$ cat src/verilog/scalar_config.svh
`ifndef SCALAR_CONFIG_SVH
`define SCALAR_CONFIG_SVH

// Data path and instruction widths
`define SCALAR_DATA_WIDTH 32
`define SCALAR_INSTR_WIDTH 32
`define SCALAR_IMM_WIDTH 16
`define SCALAR_OP_WIDTH 4

// Storage depths
`define SCALAR_NUM_REGS 16
`define SCALAR_IMEM_DEPTH 64
`define SCALAR_NUM_LANES 8

// Field positions, opcode on top and imm16 at the bottom
`define SCALAR_OP_LSB 28
`define SCALAR_DST_LSB 24
`define SCALAR_SRC1_LSB 20
`define SCALAR_SRC2_LSB 16

`endif

$ cat src/verilog/scalar_pkg.sv
`include "scalar_config.svh"

package scalar_pkg;

	////////////////////
	// Data and address types

	typedef logic [`SCALAR_DATA_WIDTH-1:0] data_t;
	typedef logic [`SCALAR_INSTR_WIDTH-1:0] instr_t;
	typedef logic [$clog2(`SCALAR_NUM_REGS)-1:0] reg_idx_t;
	typedef logic [$clog2(`SCALAR_IMEM_DEPTH)-1:0] pc_t;
	typedef logic [`SCALAR_NUM_LANES-1:0] lane_t;

	////////////////////
	// Opcodes

	typedef enum logic [`SCALAR_OP_WIDTH-1:0] {
		op_nop = 4'h0,
		op_add = 4'h1,
		op_sub = 4'h2,
		op_and = 4'h3,
		op_or = 4'h4,
		op_xor = 4'h5,
		op_shl = 4'h6,
		op_ldi = 4'h7,
		op_jmp = 4'h8,
		op_bz = 4'h9,
		op_lane = 4'ha,
		op_halt = 4'hb
	} op_t;

	// Flags of the last register write
	typedef struct packed {
		logic zero;
		logic negative;
	} status_t;

endpackage

$ cat src/verilog/instr_mem.sv
`include "scalar_config.svh"

module instr_mem (
	input logic clock,
	input logic reset,
	input logic req_st,
	input scalar_pkg::instr_t instr,
	output logic ack_st,
	input logic fetch_req,
	input scalar_pkg::pc_t fetch_pc,
	output scalar_pkg::instr_t fetch_instr
);

	import scalar_pkg::*;

	instr_t mem [`SCALAR_IMEM_DEPTH];
	pc_t st_addr;

	// Store side, words land at consecutive addresses from 0
	always_ff @(posedge clock) begin
		if (reset) begin
			st_addr <= '0;
			ack_st <= 1'b0;
		end else begin
			ack_st <= req_st;
			if (req_st) begin
				st_addr <= st_addr + 1'b1;
			end
		end
	end

	always_ff @(posedge clock) begin
		if (req_st) begin
			mem[st_addr] <= instr;
		end
		// Fetch port, word valid the next cycle
		if (fetch_req) begin
			fetch_instr <= mem[fetch_pc];
		end
	end

	ack_follows_req: assert property (@(posedge clock) disable iff (reset)
		ack_st == $past(req_st));

endmodule

$ cat src/verilog/scalar_decode.sv
`include "scalar_config.svh"

module scalar_decode (
	input logic clock,
	input logic reset,
	input logic en,
	input logic start,
	input scalar_pkg::instr_t fetch_instr,
	output logic fetch_req,
	output scalar_pkg::pc_t fetch_pc,
	input logic redirect,
	input scalar_pkg::pc_t redirect_pc,
	input logic halted,
	output scalar_pkg::reg_idx_t rf_ra1,
	output scalar_pkg::reg_idx_t rf_ra2,
	input scalar_pkg::data_t rf_rd1,
	input scalar_pkg::data_t rf_rd2,
	input logic wr_valid,
	input scalar_pkg::reg_idx_t wr_dst,
	input scalar_pkg::data_t wr_data,
	output logic dec_valid,
	output scalar_pkg::op_t dec_op,
	output scalar_pkg::reg_idx_t dec_dst,
	output scalar_pkg::data_t dec_src1_data,
	output scalar_pkg::data_t dec_src2_data,
	output logic [`SCALAR_IMM_WIDTH-1:0] dec_imm
);

	import scalar_pkg::*;

	pc_t pc;
	logic running;
	logic fetch_valid;
	logic kill;
	op_t op_field;
	reg_idx_t dst_field;
	logic [`SCALAR_IMM_WIDTH-1:0] imm_field;
	reg_idx_t src1_idx;
	reg_idx_t src2_idx;
	data_t src1_q;
	data_t src2_q;
	logic bypass1;
	logic bypass2;

	////////////////////
	// Fetch control

	// Branch or halt in execute drops both younger stages
	assign kill = redirect | halted;
	assign fetch_req = running & en & ~kill;
	assign fetch_pc = pc;

	always_ff @(posedge clock) begin
		if (reset) begin
			pc <= '0;
			running <= 1'b0;
			fetch_valid <= 1'b0;
			dec_valid <= 1'b0;
		end else if (start) begin
			pc <= '0;
			running <= 1'b1;
			fetch_valid <= 1'b0;
			dec_valid <= 1'b0;
		end else if (en) begin
			fetch_valid <= fetch_req;
			dec_valid <= fetch_valid & ~kill;
			if (halted) begin
				running <= 1'b0;
			end
			if (redirect) begin
				pc <= redirect_pc;
			end else if (fetch_req) begin
				pc <= pc + 1'b1;
			end
		end
	end

	////////////////////
	// Field split and operand read

	assign op_field = op_t'(fetch_instr[`SCALAR_OP_LSB +: `SCALAR_OP_WIDTH]);
	assign dst_field = fetch_instr[`SCALAR_DST_LSB +: $bits(reg_idx_t)];
	assign rf_ra1 = fetch_instr[`SCALAR_SRC1_LSB +: $bits(reg_idx_t)];
	assign rf_ra2 = fetch_instr[`SCALAR_SRC2_LSB +: $bits(reg_idx_t)];
	assign imm_field = fetch_instr[`SCALAR_IMM_WIDTH-1:0];

	always_ff @(posedge clock) begin
		if (en) begin
			dec_op <= op_field;
			dec_dst <= dst_field;
			dec_imm <= imm_field;
			src1_idx <= rf_ra1;
			src2_idx <= rf_ra2;
			src1_q <= rf_rd1;
			src2_q <= rf_rd2;
		end
	end

	// Result of the instruction just ahead is still in the execute register
	assign bypass1 = wr_valid && (src1_idx != '0) && (wr_dst == src1_idx);
	assign bypass2 = wr_valid && (src2_idx != '0) && (wr_dst == src2_idx);
	assign dec_src1_data = bypass1 ? wr_data : src1_q;
	assign dec_src2_data = bypass2 ? wr_data : src2_q;

endmodule

$ cat src/verilog/scalar_execute.sv
`include "scalar_config.svh"

module scalar_execute (
	input logic clock,
	input logic reset,
	input logic en,
	input logic dec_valid,
	input scalar_pkg::op_t dec_op,
	input scalar_pkg::reg_idx_t dec_dst,
	input scalar_pkg::data_t dec_src1_data,
	input scalar_pkg::data_t dec_src2_data,
	input logic [`SCALAR_IMM_WIDTH-1:0] dec_imm,
	output logic redirect,
	output scalar_pkg::pc_t redirect_pc,
	output logic halted,
	output logic wr_valid,
	output scalar_pkg::reg_idx_t wr_dst,
	output scalar_pkg::data_t wr_data,
	output logic lane_we,
	output scalar_pkg::lane_t lane_data
);

	import scalar_pkg::*;

	data_t alu_result;
	logic alu_writes;
	logic src1_zero;

	////////////////////
	// ALU

	always_comb begin
		alu_writes = 1'b1;
		case (dec_op)
			op_add: alu_result = dec_src1_data + dec_src2_data;
			op_sub: alu_result = dec_src1_data - dec_src2_data;
			op_and: alu_result = dec_src1_data & dec_src2_data;
			op_or: alu_result = dec_src1_data | dec_src2_data;
			op_xor: alu_result = dec_src1_data ^ dec_src2_data;
			op_shl: alu_result = dec_src1_data << dec_src2_data[4:0];
			op_ldi: alu_result = {{(`SCALAR_DATA_WIDTH-`SCALAR_IMM_WIDTH)
				{dec_imm[`SCALAR_IMM_WIDTH-1]}}, dec_imm};
			default: begin
				// Control ops leave the register file alone
				alu_result = '0;
				alu_writes = 1'b0;
			end
		endcase
	end

	////////////////////
	// Branch, jump and halt

	assign src1_zero = (dec_src1_data == '0);
	assign redirect = dec_valid & ((dec_op == op_jmp) | ((dec_op == op_bz) & src1_zero));
	assign redirect_pc = dec_imm[$bits(pc_t)-1:0];
	assign halted = dec_valid & (dec_op == op_halt);

	always_ff @(posedge clock) begin
		if (reset) begin
			wr_valid <= 1'b0;
			lane_we <= 1'b0;
		end else if (en) begin
			wr_valid <= dec_valid & alu_writes & (dec_dst != '0);
			lane_we <= dec_valid & (dec_op == op_lane);
		end
	end

	always_ff @(posedge clock) begin
		if (en) begin
			wr_dst <= dec_dst;
			wr_data <= alu_result;
			lane_data <= dec_src1_data[`SCALAR_NUM_LANES-1:0];
		end
	end

	redirect_halt_exclusive: assert property (@(posedge clock) disable iff (reset)
		!(redirect && halted));

endmodule

$ cat src/verilog/scalar_result.sv
`include "scalar_config.svh"

module scalar_result (
	input logic clock,
	input logic reset,
	input logic en,
	input logic start,
	input logic halted,
	input scalar_pkg::reg_idx_t rf_ra1,
	input scalar_pkg::reg_idx_t rf_ra2,
	output scalar_pkg::data_t rf_rd1,
	output scalar_pkg::data_t rf_rd2,
	input logic wr_valid,
	input scalar_pkg::reg_idx_t wr_dst,
	input scalar_pkg::data_t wr_data,
	input logic lane_we,
	input scalar_pkg::lane_t lane_data,
	output logic scalar_valid,
	output scalar_pkg::data_t scalar_data,
	output scalar_pkg::status_t status,
	output scalar_pkg::lane_t lane_en,
	output logic term
);

	import scalar_pkg::*;

	data_t regs [`SCALAR_NUM_REGS];
	logic rf_we;

	////////////////////
	// Register file, write-first

	assign rf_we = wr_valid & en;

	always_ff @(posedge clock) begin
		if (rf_we && (wr_dst != '0)) begin
			regs[wr_dst] <= wr_data;
		end
	end

	// r0 is hardwired to zero
	assign rf_rd1 = (rf_ra1 == '0) ? '0 :
		(rf_we && (wr_dst == rf_ra1)) ? wr_data : regs[rf_ra1];
	assign rf_rd2 = (rf_ra2 == '0) ? '0 :
		(rf_we && (wr_dst == rf_ra2)) ? wr_data : regs[rf_ra2];

	// Every write also goes out to the vector unit
	assign scalar_valid = rf_we;
	assign scalar_data = wr_data;

	////////////////////
	// Status, lanes and termination

	always_ff @(posedge clock) begin
		if (reset) begin
			status <= '0;
			lane_en <= '0;
			term <= 1'b0;
		end else begin
			if (rf_we) begin
				status.zero <= (wr_data == '0);
				status.negative <= wr_data[`SCALAR_DATA_WIDTH-1];
			end
			if (en && lane_we) begin
				lane_en <= lane_data;
			end
			if (start) begin
				term <= 1'b0;
			end else if (en && halted) begin
				term <= 1'b1;
			end
		end
	end

	no_write_after_term: assert property (@(posedge clock) disable iff (reset)
		term |-> !scalar_valid);

endmodule

$ cat src/verilog/scalar_unit.sv
module scalar_unit (
	input logic clock,
	input logic reset,
	input logic en,
	input logic start,
	input logic req_st,
	input scalar_pkg::instr_t instr,
	output logic ack_st,
	output logic scalar_valid,
	output scalar_pkg::data_t scalar_data,
	output scalar_pkg::status_t status,
	output scalar_pkg::lane_t lane_en,
	output logic term
);

	import scalar_pkg::*;

	// Fetch
	logic fetch_req;
	pc_t fetch_pc;
	instr_t fetch_instr;

	// Register file read
	reg_idx_t rf_ra1;
	reg_idx_t rf_ra2;
	data_t rf_rd1;
	data_t rf_rd2;

	// Decode to execute
	logic dec_valid;
	op_t dec_op;
	reg_idx_t dec_dst;
	data_t dec_src1_data;
	data_t dec_src2_data;
	logic [$bits(dec_src1_data)/2-1:0] dec_imm;

	// Execute back to decode and on to result
	logic redirect;
	pc_t redirect_pc;
	logic halted;
	logic wr_valid;
	reg_idx_t wr_dst;
	data_t wr_data;
	logic lane_we;
	lane_t lane_data;

	instr_mem instr_mem_i (
		.clock(clock),
		.reset(reset),
		.req_st(req_st),
		.instr(instr),
		.ack_st(ack_st),
		.fetch_req(fetch_req),
		.fetch_pc(fetch_pc),
		.fetch_instr(fetch_instr)
	);

	scalar_decode scalar_decode_i (
		.clock(clock),
		.reset(reset),
		.en(en),
		.start(start),
		.fetch_instr(fetch_instr),
		.fetch_req(fetch_req),
		.fetch_pc(fetch_pc),
		.redirect(redirect),
		.redirect_pc(redirect_pc),
		.halted(halted),
		.rf_ra1(rf_ra1),
		.rf_ra2(rf_ra2),
		.rf_rd1(rf_rd1),
		.rf_rd2(rf_rd2),
		.wr_valid(wr_valid),
		.wr_dst(wr_dst),
		.wr_data(wr_data),
		.dec_valid(dec_valid),
		.dec_op(dec_op),
		.dec_dst(dec_dst),
		.dec_src1_data(dec_src1_data),
		.dec_src2_data(dec_src2_data),
		.dec_imm(dec_imm)
	);

	scalar_execute scalar_execute_i (
		.clock(clock),
		.reset(reset),
		.en(en),
		.dec_valid(dec_valid),
		.dec_op(dec_op),
		.dec_dst(dec_dst),
		.dec_src1_data(dec_src1_data),
		.dec_src2_data(dec_src2_data),
		.dec_imm(dec_imm),
		.redirect(redirect),
		.redirect_pc(redirect_pc),
		.halted(halted),
		.wr_valid(wr_valid),
		.wr_dst(wr_dst),
		.wr_data(wr_data),
		.lane_we(lane_we),
		.lane_data(lane_data)
	);

	scalar_result scalar_result_i (
		.clock(clock),
		.reset(reset),
		.en(en),
		.start(start),
		.halted(halted),
		.rf_ra1(rf_ra1),
		.rf_ra2(rf_ra2),
		.rf_rd1(rf_rd1),
		.rf_rd2(rf_rd2),
		.wr_valid(wr_valid),
		.wr_dst(wr_dst),
		.wr_data(wr_data),
		.lane_we(lane_we),
		.lane_data(lane_data),
		.scalar_valid(scalar_valid),
		.scalar_data(scalar_data),
		.status(status),
		.lane_en(lane_en),
		.term(term)
	);

endmodule

$ cat config.mk
export PLATFORM = sky130hd
export DESIGN_NAME = scalar_unit
export DESIGN_NICKNAME = d
export VERILOG_FILES = /design/src/verilog/scalar_pkg.sv /design/src/verilog/instr_mem.sv /design/src/verilog/scalar_decode.sv /design/src/verilog/scalar_execute.sv /design/src/verilog/scalar_result.sv /design/src/verilog/scalar_unit.sv
export VERILOG_INCLUDE_DIRS = /design/src /design/src/verilog
export SDC_FILE = /design/constraint.sdc
export NUM_CORES = 2
export LEC_CHECK = 0
export BUFFER_PORTS_ARGS = -buffer_cell sky130_fd_sc_hd__buf_2
export CORE_ASPECT_RATIO = 0.7
export CORE_MARGIN = 2
export CORE_UTILIZATION = 30
export CTS_BUF_LIST = sky130_fd_sc_hd__clkbuf_16
export CTS_CLUSTER_DIAMETER = 100
export DETAILED_ROUTE_END_ITERATION = 10
export PLACE_DENSITY = 0.52
export SYNTH_ARGS = -nofsm -noshare
export SYNTH_HDL_FRONTEND = slang
export SYNTH_SLANG_ARGS = --single-unit
$ cat constraint.sdc
create_clock -name clock -period 5.33 [get_ports clock]
set_input_delay 0.533 -clock clock [delete_from_list [all_inputs] [get_ports clock]]
set_output_delay 0.533 -clock clock [all_outputs]
set_load 0.01 [all_outputs]
=== After elaboration in Yosys (flattened, before gate mapping) ===
Memories as Yosys holds them, arrays and structs flattened. A register that Yosys moved wholly into a read port is not among the register bits.
Cells that the tools add are included.

* Reduce and logical (&&, ||, !) cells: 22
* Shift operators: 1
* Bitwise gates (word level): 16
* Equality and inequality tests: 13
* Add/sub/neg operators: 4
* Multiplexer cells: 13

{| class="wikitable"
|+ Operators by type and width
! cell !! count
|-
| one-hot mux 32 bit (7 select lines) || 1
|-
| logical NOT 32 bit || 2
|-
| two-way mux 32 bit || 2
|-
| adder 32 bit || 1
|-
| bitwise AND 32 bit || 1
|-
| bitwise OR 32 bit || 1
|-
| << shifter 32 x 5 -> 32 bit || 1
|-
| subtractor 32 bit || 1
|-
| bitwise XOR 32 bit || 1
|-
| equality test 4 x 3 -> 1 bit (second input constant) || 4
|-
| equality test 4 bit (second input constant) || 4
|-
| nonzero test 4 bit || 4
|-
| adder 6 x 1 -> 6 bit (second input constant) || 2
|-
| two-way mux 6 bit || 2
|-
| bitwise AND 1 bit || 10
|-
| equality test 4 x 2 -> 1 bit (second input constant) || 2
|-
| equality test 4 bit || 2
|-
| logical NOT 4 bit || 2
|-
| two-way mux 1 bit || 8
|-
| logical AND 1 bit || 7
|-
| OR reduction 7 bit || 1
|-
| nonzero test 2 bit || 3
|-
| equality test 4 x 1 -> 1 bit (second input constant) || 1
|-
| AND reduction 2 bit || 2
|-
| 3 further kinds || 4
|}

* Logic and storage cells: 91
* Memories kept: 2
* Flip-flop bits (word level): 105
* Memory bits (writable): 2560
* Output and inout bits: 45

{| class="wikitable"
|+ Memories
! name !! depth !! bits a word !! read ports !! clocked after memory_dff !! write ports !! line !! source
|-
| instr_mem_i.mem || 64 || 32 || 1 || 1 || 1 || instr_mem.sv:16 || <nowiki>instr_t mem [`SCALAR_IMEM_DEPTH];</nowiki>
|-
| scalar_result_i.regs || 16 || 32 || 2 || 2 || 1 || scalar_result.sv:27 || <nowiki>data_t regs [`SCALAR_NUM_REGS];</nowiki>
|}

=== Logic depth before layout (Yosys ltp) ===
* Depth in word-level cells: 13
* Mapped depth: 23
* Gate-level depth less buffers: 18

=== Modules after synthesis ===
A second synthesis with hierarchy kept.

* Cells, all modules: 5964
* Area total of the unflattened synthesis: 116340.3 um^2

{| class="wikitable"
|+ By module, submodules not included
! module !! area each (um^2) !! cells an instance !! times used
|-
| instr_mem || 79207.2 || 3361 || 1
|-
| scalar_result || 25124.1 || 1364 || 1
|-
| scalar_execute || 7668.6 || 986 || 1
|-
| scalar_decode || 4340.4 || 253 || 1
|}

=== Worst setup path before layout ===
OpenSTA, ideal clock, no wires.

* Kind: register -> register
* Start point: register scalar_execute_i.wr_dst[2]
* End point: register scalar_execute_i.wr_data[24] (data pin)
* Cell stages (with the launch flop): 22
* Data required time: 5201 ps
* Setup time: 129 ps
* Period minus slack after synthesis: 5105 ps
* Arrival: 4977 ps
* Slack: 225 ps
* Path through: edfxtp_1 buf_2 xnor2_1 nor4bb_1 buf_2 nand2_1 buf_2 buf_1 buf_1 mux2i_1 a21oi_1 xnor2_1 ha_1 a21o_1 a21o_1 a21oi_1 o21ai_0 and2_1 o41a_1 or4b_2 a31oi_1 or4_1

* Word-level cells in the longest chain between the ends: 5
* Elaborated cells on any way between the ends: 13

{| class="wikitable"
|+ Ends and longest elaborated chain
! what !! line !! source
|-
| start: declaration || scalar_execute.sv:17 || <nowiki>output scalar_pkg::reg_idx_t wr_dst,</nowiki>
|-
| start signal: assignment || scalar_execute.sv:71 || <nowiki>wr_dst <= dec_dst;</nowiki>
|-
| equality test 4 bit (on tied branches) || scalar_decode.sv:100, scalar_decode.sv:101 ||
|-
| logical AND 1 bit (on tied branches) || scalar_decode.sv:100, scalar_decode.sv:101 ||
|-
| two-way mux 32 bit (on tied branches) || scalar_decode.sv:102, scalar_decode.sv:103 ||
|-
| subtractor 32 bit, or another cell as far along || scalar_execute.sv:36 || <nowiki>op_sub: alu_result = dec_src1_data - dec_src2_data;</nowiki>
|-
| one-hot mux 32 bit (7 select lines) * || scalar_execute.sv:34 || <nowiki>case (dec_op)</nowiki>
|-
| via scalar_execute_i.alu_result[24] || scalar_execute.sv:25 || <nowiki>data_t alu_result;</nowiki>
|-
| end signal: assignment || scalar_execute.sv:72 || <nowiki>wr_data <= alu_result;</nowiki>
|-
| end: declaration || scalar_execute.sv:18 || <nowiki>output scalar_pkg::data_t wr_data,</nowiki>
|}

The timed path passes the listed nets; every way through them passes the cells marked *.
A chain may end at the register's enable or synchronous reset.

=== Worst setup path after layout ===
* Start point: register scalar_decode_i.src2_idx[2]
* End point: register scalar_execute_i.wr_data[24] (data pin)

* Word-level cells in the longest chain between the ends: 6
* Elaborated cells on any way between the ends: 12

{| class="wikitable"
|+ Ends and longest elaborated chain
! what !! line !! source
|-
| start: declaration || scalar_decode.sv:39 || <nowiki>reg_idx_t src2_idx;</nowiki>
|-
| start signal: assignment || scalar_decode.sv:93 || <nowiki>src2_idx <= rf_ra2;</nowiki>
|-
| nonzero test 4 bit || scalar_decode.sv:101 || <nowiki>assign bypass2 = wr_valid && (src2_idx != '0) && (wr_dst == src2_idx);</nowiki>
|-
| logical AND 1 bit || scalar_decode.sv:101 ||
|-
| logical AND 1 bit * || scalar_decode.sv:101 ||
|-
| two-way mux 32 bit * || scalar_decode.sv:103 || <nowiki>assign dec_src2_data = bypass2 ? wr_data : src2_q;</nowiki>
|-
| subtractor 32 bit, or another cell as far along || scalar_execute.sv:36 ||
|-
| one-hot mux 32 bit (7 select lines) * || scalar_execute.sv:34 ||
|-
| via scalar_execute_i.alu_result[24] || scalar_execute.sv:25 ||
|}

Marked as above.

==> impl_metrics.py <==
metrics = {
    "outcome": {
        "outcome": "finished clean",
    },
    "synth": {
        "synth-seq-area-share_pct": 71.3,
        "synth.top_cell.area_share_pct": 70.8,
        "yosys_synthesis_warning_count": 0,
        "async_flop_share_pct": 0,
        "post_synth_instance_area_um2": 116000,
        "post_synth_main_area_contributors": "edfxtp_1 (71%), mux4_2 (19%), mux2i_1 (1.1%)",
        "postSynthCellCount": 5562,
        "ffs_latches_synth": 2761,
        "post_synth_num_cell_types": 84,
        "synth_enable_flop_cells": 2732,
        "synth_area_leader_cell": "edfxtp_1",
        "commonest_register_cell_after_synthesis": "edfxtp_1",
        "synth.avg_cell_area_um2": 20.8,
    },
    "placed_design": {
        "io_buffers": 81,
        "place_inst": 10800,
        "half_perimeter_wire_length_of_the_detailed_placement_result_mm": 217,
        "gp_congestion": 0.944,
        "detailed_place.area_um2": 126000,
    },
    "worst_setup_path": {
        "cp_data_required_time_ns": 6.05,
        "r2r-end": "scalar_execute_i.wr_data[24]",
        "regToRegStartpoint": "scalar_decode_i.src2_idx[2]",
        "path_class": "reg -> reg",
        "ff2ff_setup_slack_ns": 0.22,
        "timing.critical_path.fanout_max": 6,
        "worst_r2r_path_depth": 18,
        "worst_setup_path_start_kind": "register",
        "end_kind": "register",
        "critical_path_arrival_ns": 5.84,
    },
    "hold_path": {
        "min_to": "instr_mem_i.st_addr[2]",
        "hold_class": "in -> reg",
        "worst_hold_path.num_cells": 4,
        "min-delay-start": "req_st",
    },
    "sta": {
        "crit_path_time_final_ns": 5.11,
        "finalHoldViolCount": 0,
        "fin_crit_sh_pct": 95.9,
        "fin_worst_skew_ns": 0.0742,
        "worst_slew_margin_pct": 8.32,
        "achievable-frequency_mhz": 196,
        "timing.setup.tns_ns": 0,
        "slew_violations": 0,
        "setup-violations-final": 0,
        "timing.hold.ws_ns": 0.100,
        "worstMarginPinSlew_ns": 1.38,
        "unrepaired_setup_endpoints_after_global_routing": "false",
    },
    "drt": {
        "dr_total_vias": 60800,
        "dr.max_layer_used": "met5",
        "dr_wl_met3_mm": 26.4,
        "drtAntennaViolNets": 0,
        "drt_first_iter_violations": 7219,
        "wire_per_inst_um": 30.8,
        "detail_route.drc_violations": 0,
        "detailedRoute.firstPassIterationCount": 6,
        "postRouteWirelength_mm": 348,
        "met1_routed_length_mm": 163,
        "wl_met2_mm": 151,
        "vias_per_cell": 5.38,
    },
    "floorplanning": {
        "die_height_um": 524,
        "io_pins": 82,
        "start_util_pct": 30.2,
        "horizontal_extent_of_the_die_um": 747,
        "die_area_um2": 391000,
        "core_region_area_um2": 384000,
        "num_rows": 190,
    },
    "final_layout": {
        "n_fill_cell": 35500,
        "final_common_cell": "edfxtp_1",
        "layout_cells_sized_above_1_pct": 32.0,
        "multiInputGateArea_um2": 32500,
        "final_cell_count_no_fill": 11300,
        "nNetsFinal": 6141,
        "sequential_area_um2": 82600,
        "final_cell_area_um2": 135000,
        "layout.cells.most_common_list": "edfxtp_1 (2732), mux4_2 (996), buf_4 (318)",
        "syn2layout_area_growth_pct": 16.3,
    },
    "clocking": {
        "cts_buffer_depth": 4,
        "tritoncts.num_buffers": 287,
        "htree_num_levels": 5,
        "post_cts.repair.setup_buffers": 0,
        "tritoncts": "built",
        "cts_sinks": 2761,
        "clkLatencyLatePin_ns": 0.90,
        "clk_pin_slew_worst_setup_hold_paths_ns": 0.06,
        "clock-root-buffer": "clkbuf_16",
    },
    "job": {
        "max_cap_violations": 0,
    },
    "global_route": {
        "antenna_found_initial": 14,
        "first_global_vias": 61200,
        "grt_remaining_overflow": 0,
        "globalRouteTotalUtil_pct": 17.4,
        "largest_net_degree_at_the_start_of_global_routing": 71,
        "grt_pass1_wl_mm": 487,
    },
    "power": {
        "power.leakage_nw": 41.6,
        "worst_ir_drop_vdd_uv": 274,
        "power_density_nw_per_um2": 348,
        "totalPowerFinal_mw": 46.9,
    },
}
-- routing by layer --
layer / GRT usage (%) / vias to the layer above
met5: 0 / -
met4: 3.65 / 10
met3: 3.29 / 415
met2: 25.6 / 2420
met1: 26.8 / 33500
li1: - / 24500
-- where the power goes --
part	switching [mW]	internal, mW	total, mW
Sequential	0.137	24.1	24.2
Clock	8.54	11.1	19.7
Combinational	1.87	1.09	2.96
Total	10.5	36.3	46.9
-- worst max path at each step --
stage	start	endpoint	cells after the start
finish	scalar_decode_i.src2_idx[2]	scalar_execute_i.wr_data[24]	18
global route	scalar_decode_i.src2_idx[2]	scalar_execute_i.wr_data[30]	20
CTS	scalar_decode_i.src2_idx[2]	scalar_execute_i.wr_data[30]	20
detailed placement	scalar_decode_i.src2_idx[2]	scalar_execute_i.wr_data[30]	20
global placement	scalar_decode_i.src2_idx[2]	scalar_execute_i.wr_data[24]	18
floorplan	scalar_execute_i.wr_dst[2]	scalar_execute_i.wr_data[24]	21
-- state kept, by name, indices dropped and copies added, names as in the netlist, 6 cells and up --
signal and count:
scalar_decode_i.src2_q 32, scalar_execute_i.lane_data 8, scalar_decode_i.dec_imm 16, scalar_result_i.lane_en 8, instr_mem_i.st_addr 6, scalar_execute_i.wr_data 32, instr_mem_i.fetch_instr 32, instr_mem_i.mem 2048
scalar_result_i.regs 512, scalar_decode_i.src1_q 32, scalar_decode_i.fetch_pc 6
-- critical path, cell delays in order (launching register included) --
cell and delay [ns]:
edfxtp_1 0.41, xnor2_1 0.29, nor4bb_4 0.47, nand2_2 0.26, mux2_2 0.31, nand3_1 0.13, nor2_1 0.20, buf_4 0.17
nor2_1 0.05, xnor2_1 0.14, ha_1 0.32, buf_4 0.16, nor2b_1 0.13, o21a_1 0.28, o211a_1 0.29, o41a_1 0.47
or4b_2 0.63, a31oi_1 0.17, or4_1 0.12
-- layout make-up --
type,instances,area share (%)
Multi-Input combinational cell,2421,24.1
Timing Repair Buffer,460,2.97
Inverter,77,0.214
Clock buffer,294,5.46
Clock inverter,202,1.22
Tap cell,5088,4.72
Antenna cell,5,0.00928
Sequential cell,2761,61.3
-- cell families after synthesis --
logic type	after synthesis	share of synthesized area, %
AO/OA/AOI/OAI	448	2.62
XOR/XNOR	70	0.529
adder cells (fa/ha/maj)	96	1.04
buffers and inverters	411	1.35
flip-flops	2761	71.3
multiplexers	1127	20.5
other	1	0.00324
AND/OR/NAND/NOR	648	2.64
-- synthesized netlist by cell type (56+ instances only) --
| cell | instances |
|---|---|
| a21oi_1 | 76 |
| buf_1 | 76 |
| clkbuf_1 | 242 |
| edfxtp_1 | 2732 |
| ha_1 | 95 |
| inv_1 | 70 |
| mux2i_1 | 123 |
| mux4_2 | 996 |
| nand2_1 | 130 |
| nand3_1 | 76 |
| nor2_1 | 237 |
| o21ai_0 | 101 |
| xnor2_1 | 56 |
-- stage by stage --
stage	setup slack, ns	util (%)
2_1_floorplan	0.225	-
3_3_place_gp	0.0663	32.8
3_5_place_dp	0.105	32.8
4_1_cts	0.0302	35.1
5_1_grt	0.00110	35.1
6_report	0.218	35.1
-- what timing repair did --
action                                  in CTS  in global routing
endpoints found under the setup margin       0                 11
hold endpoints to repair                    10                  0
hold buffers                                 2                  0
gates resized for setup                      0                  9
No activity file was read; power rests on OpenSTA's default activity.
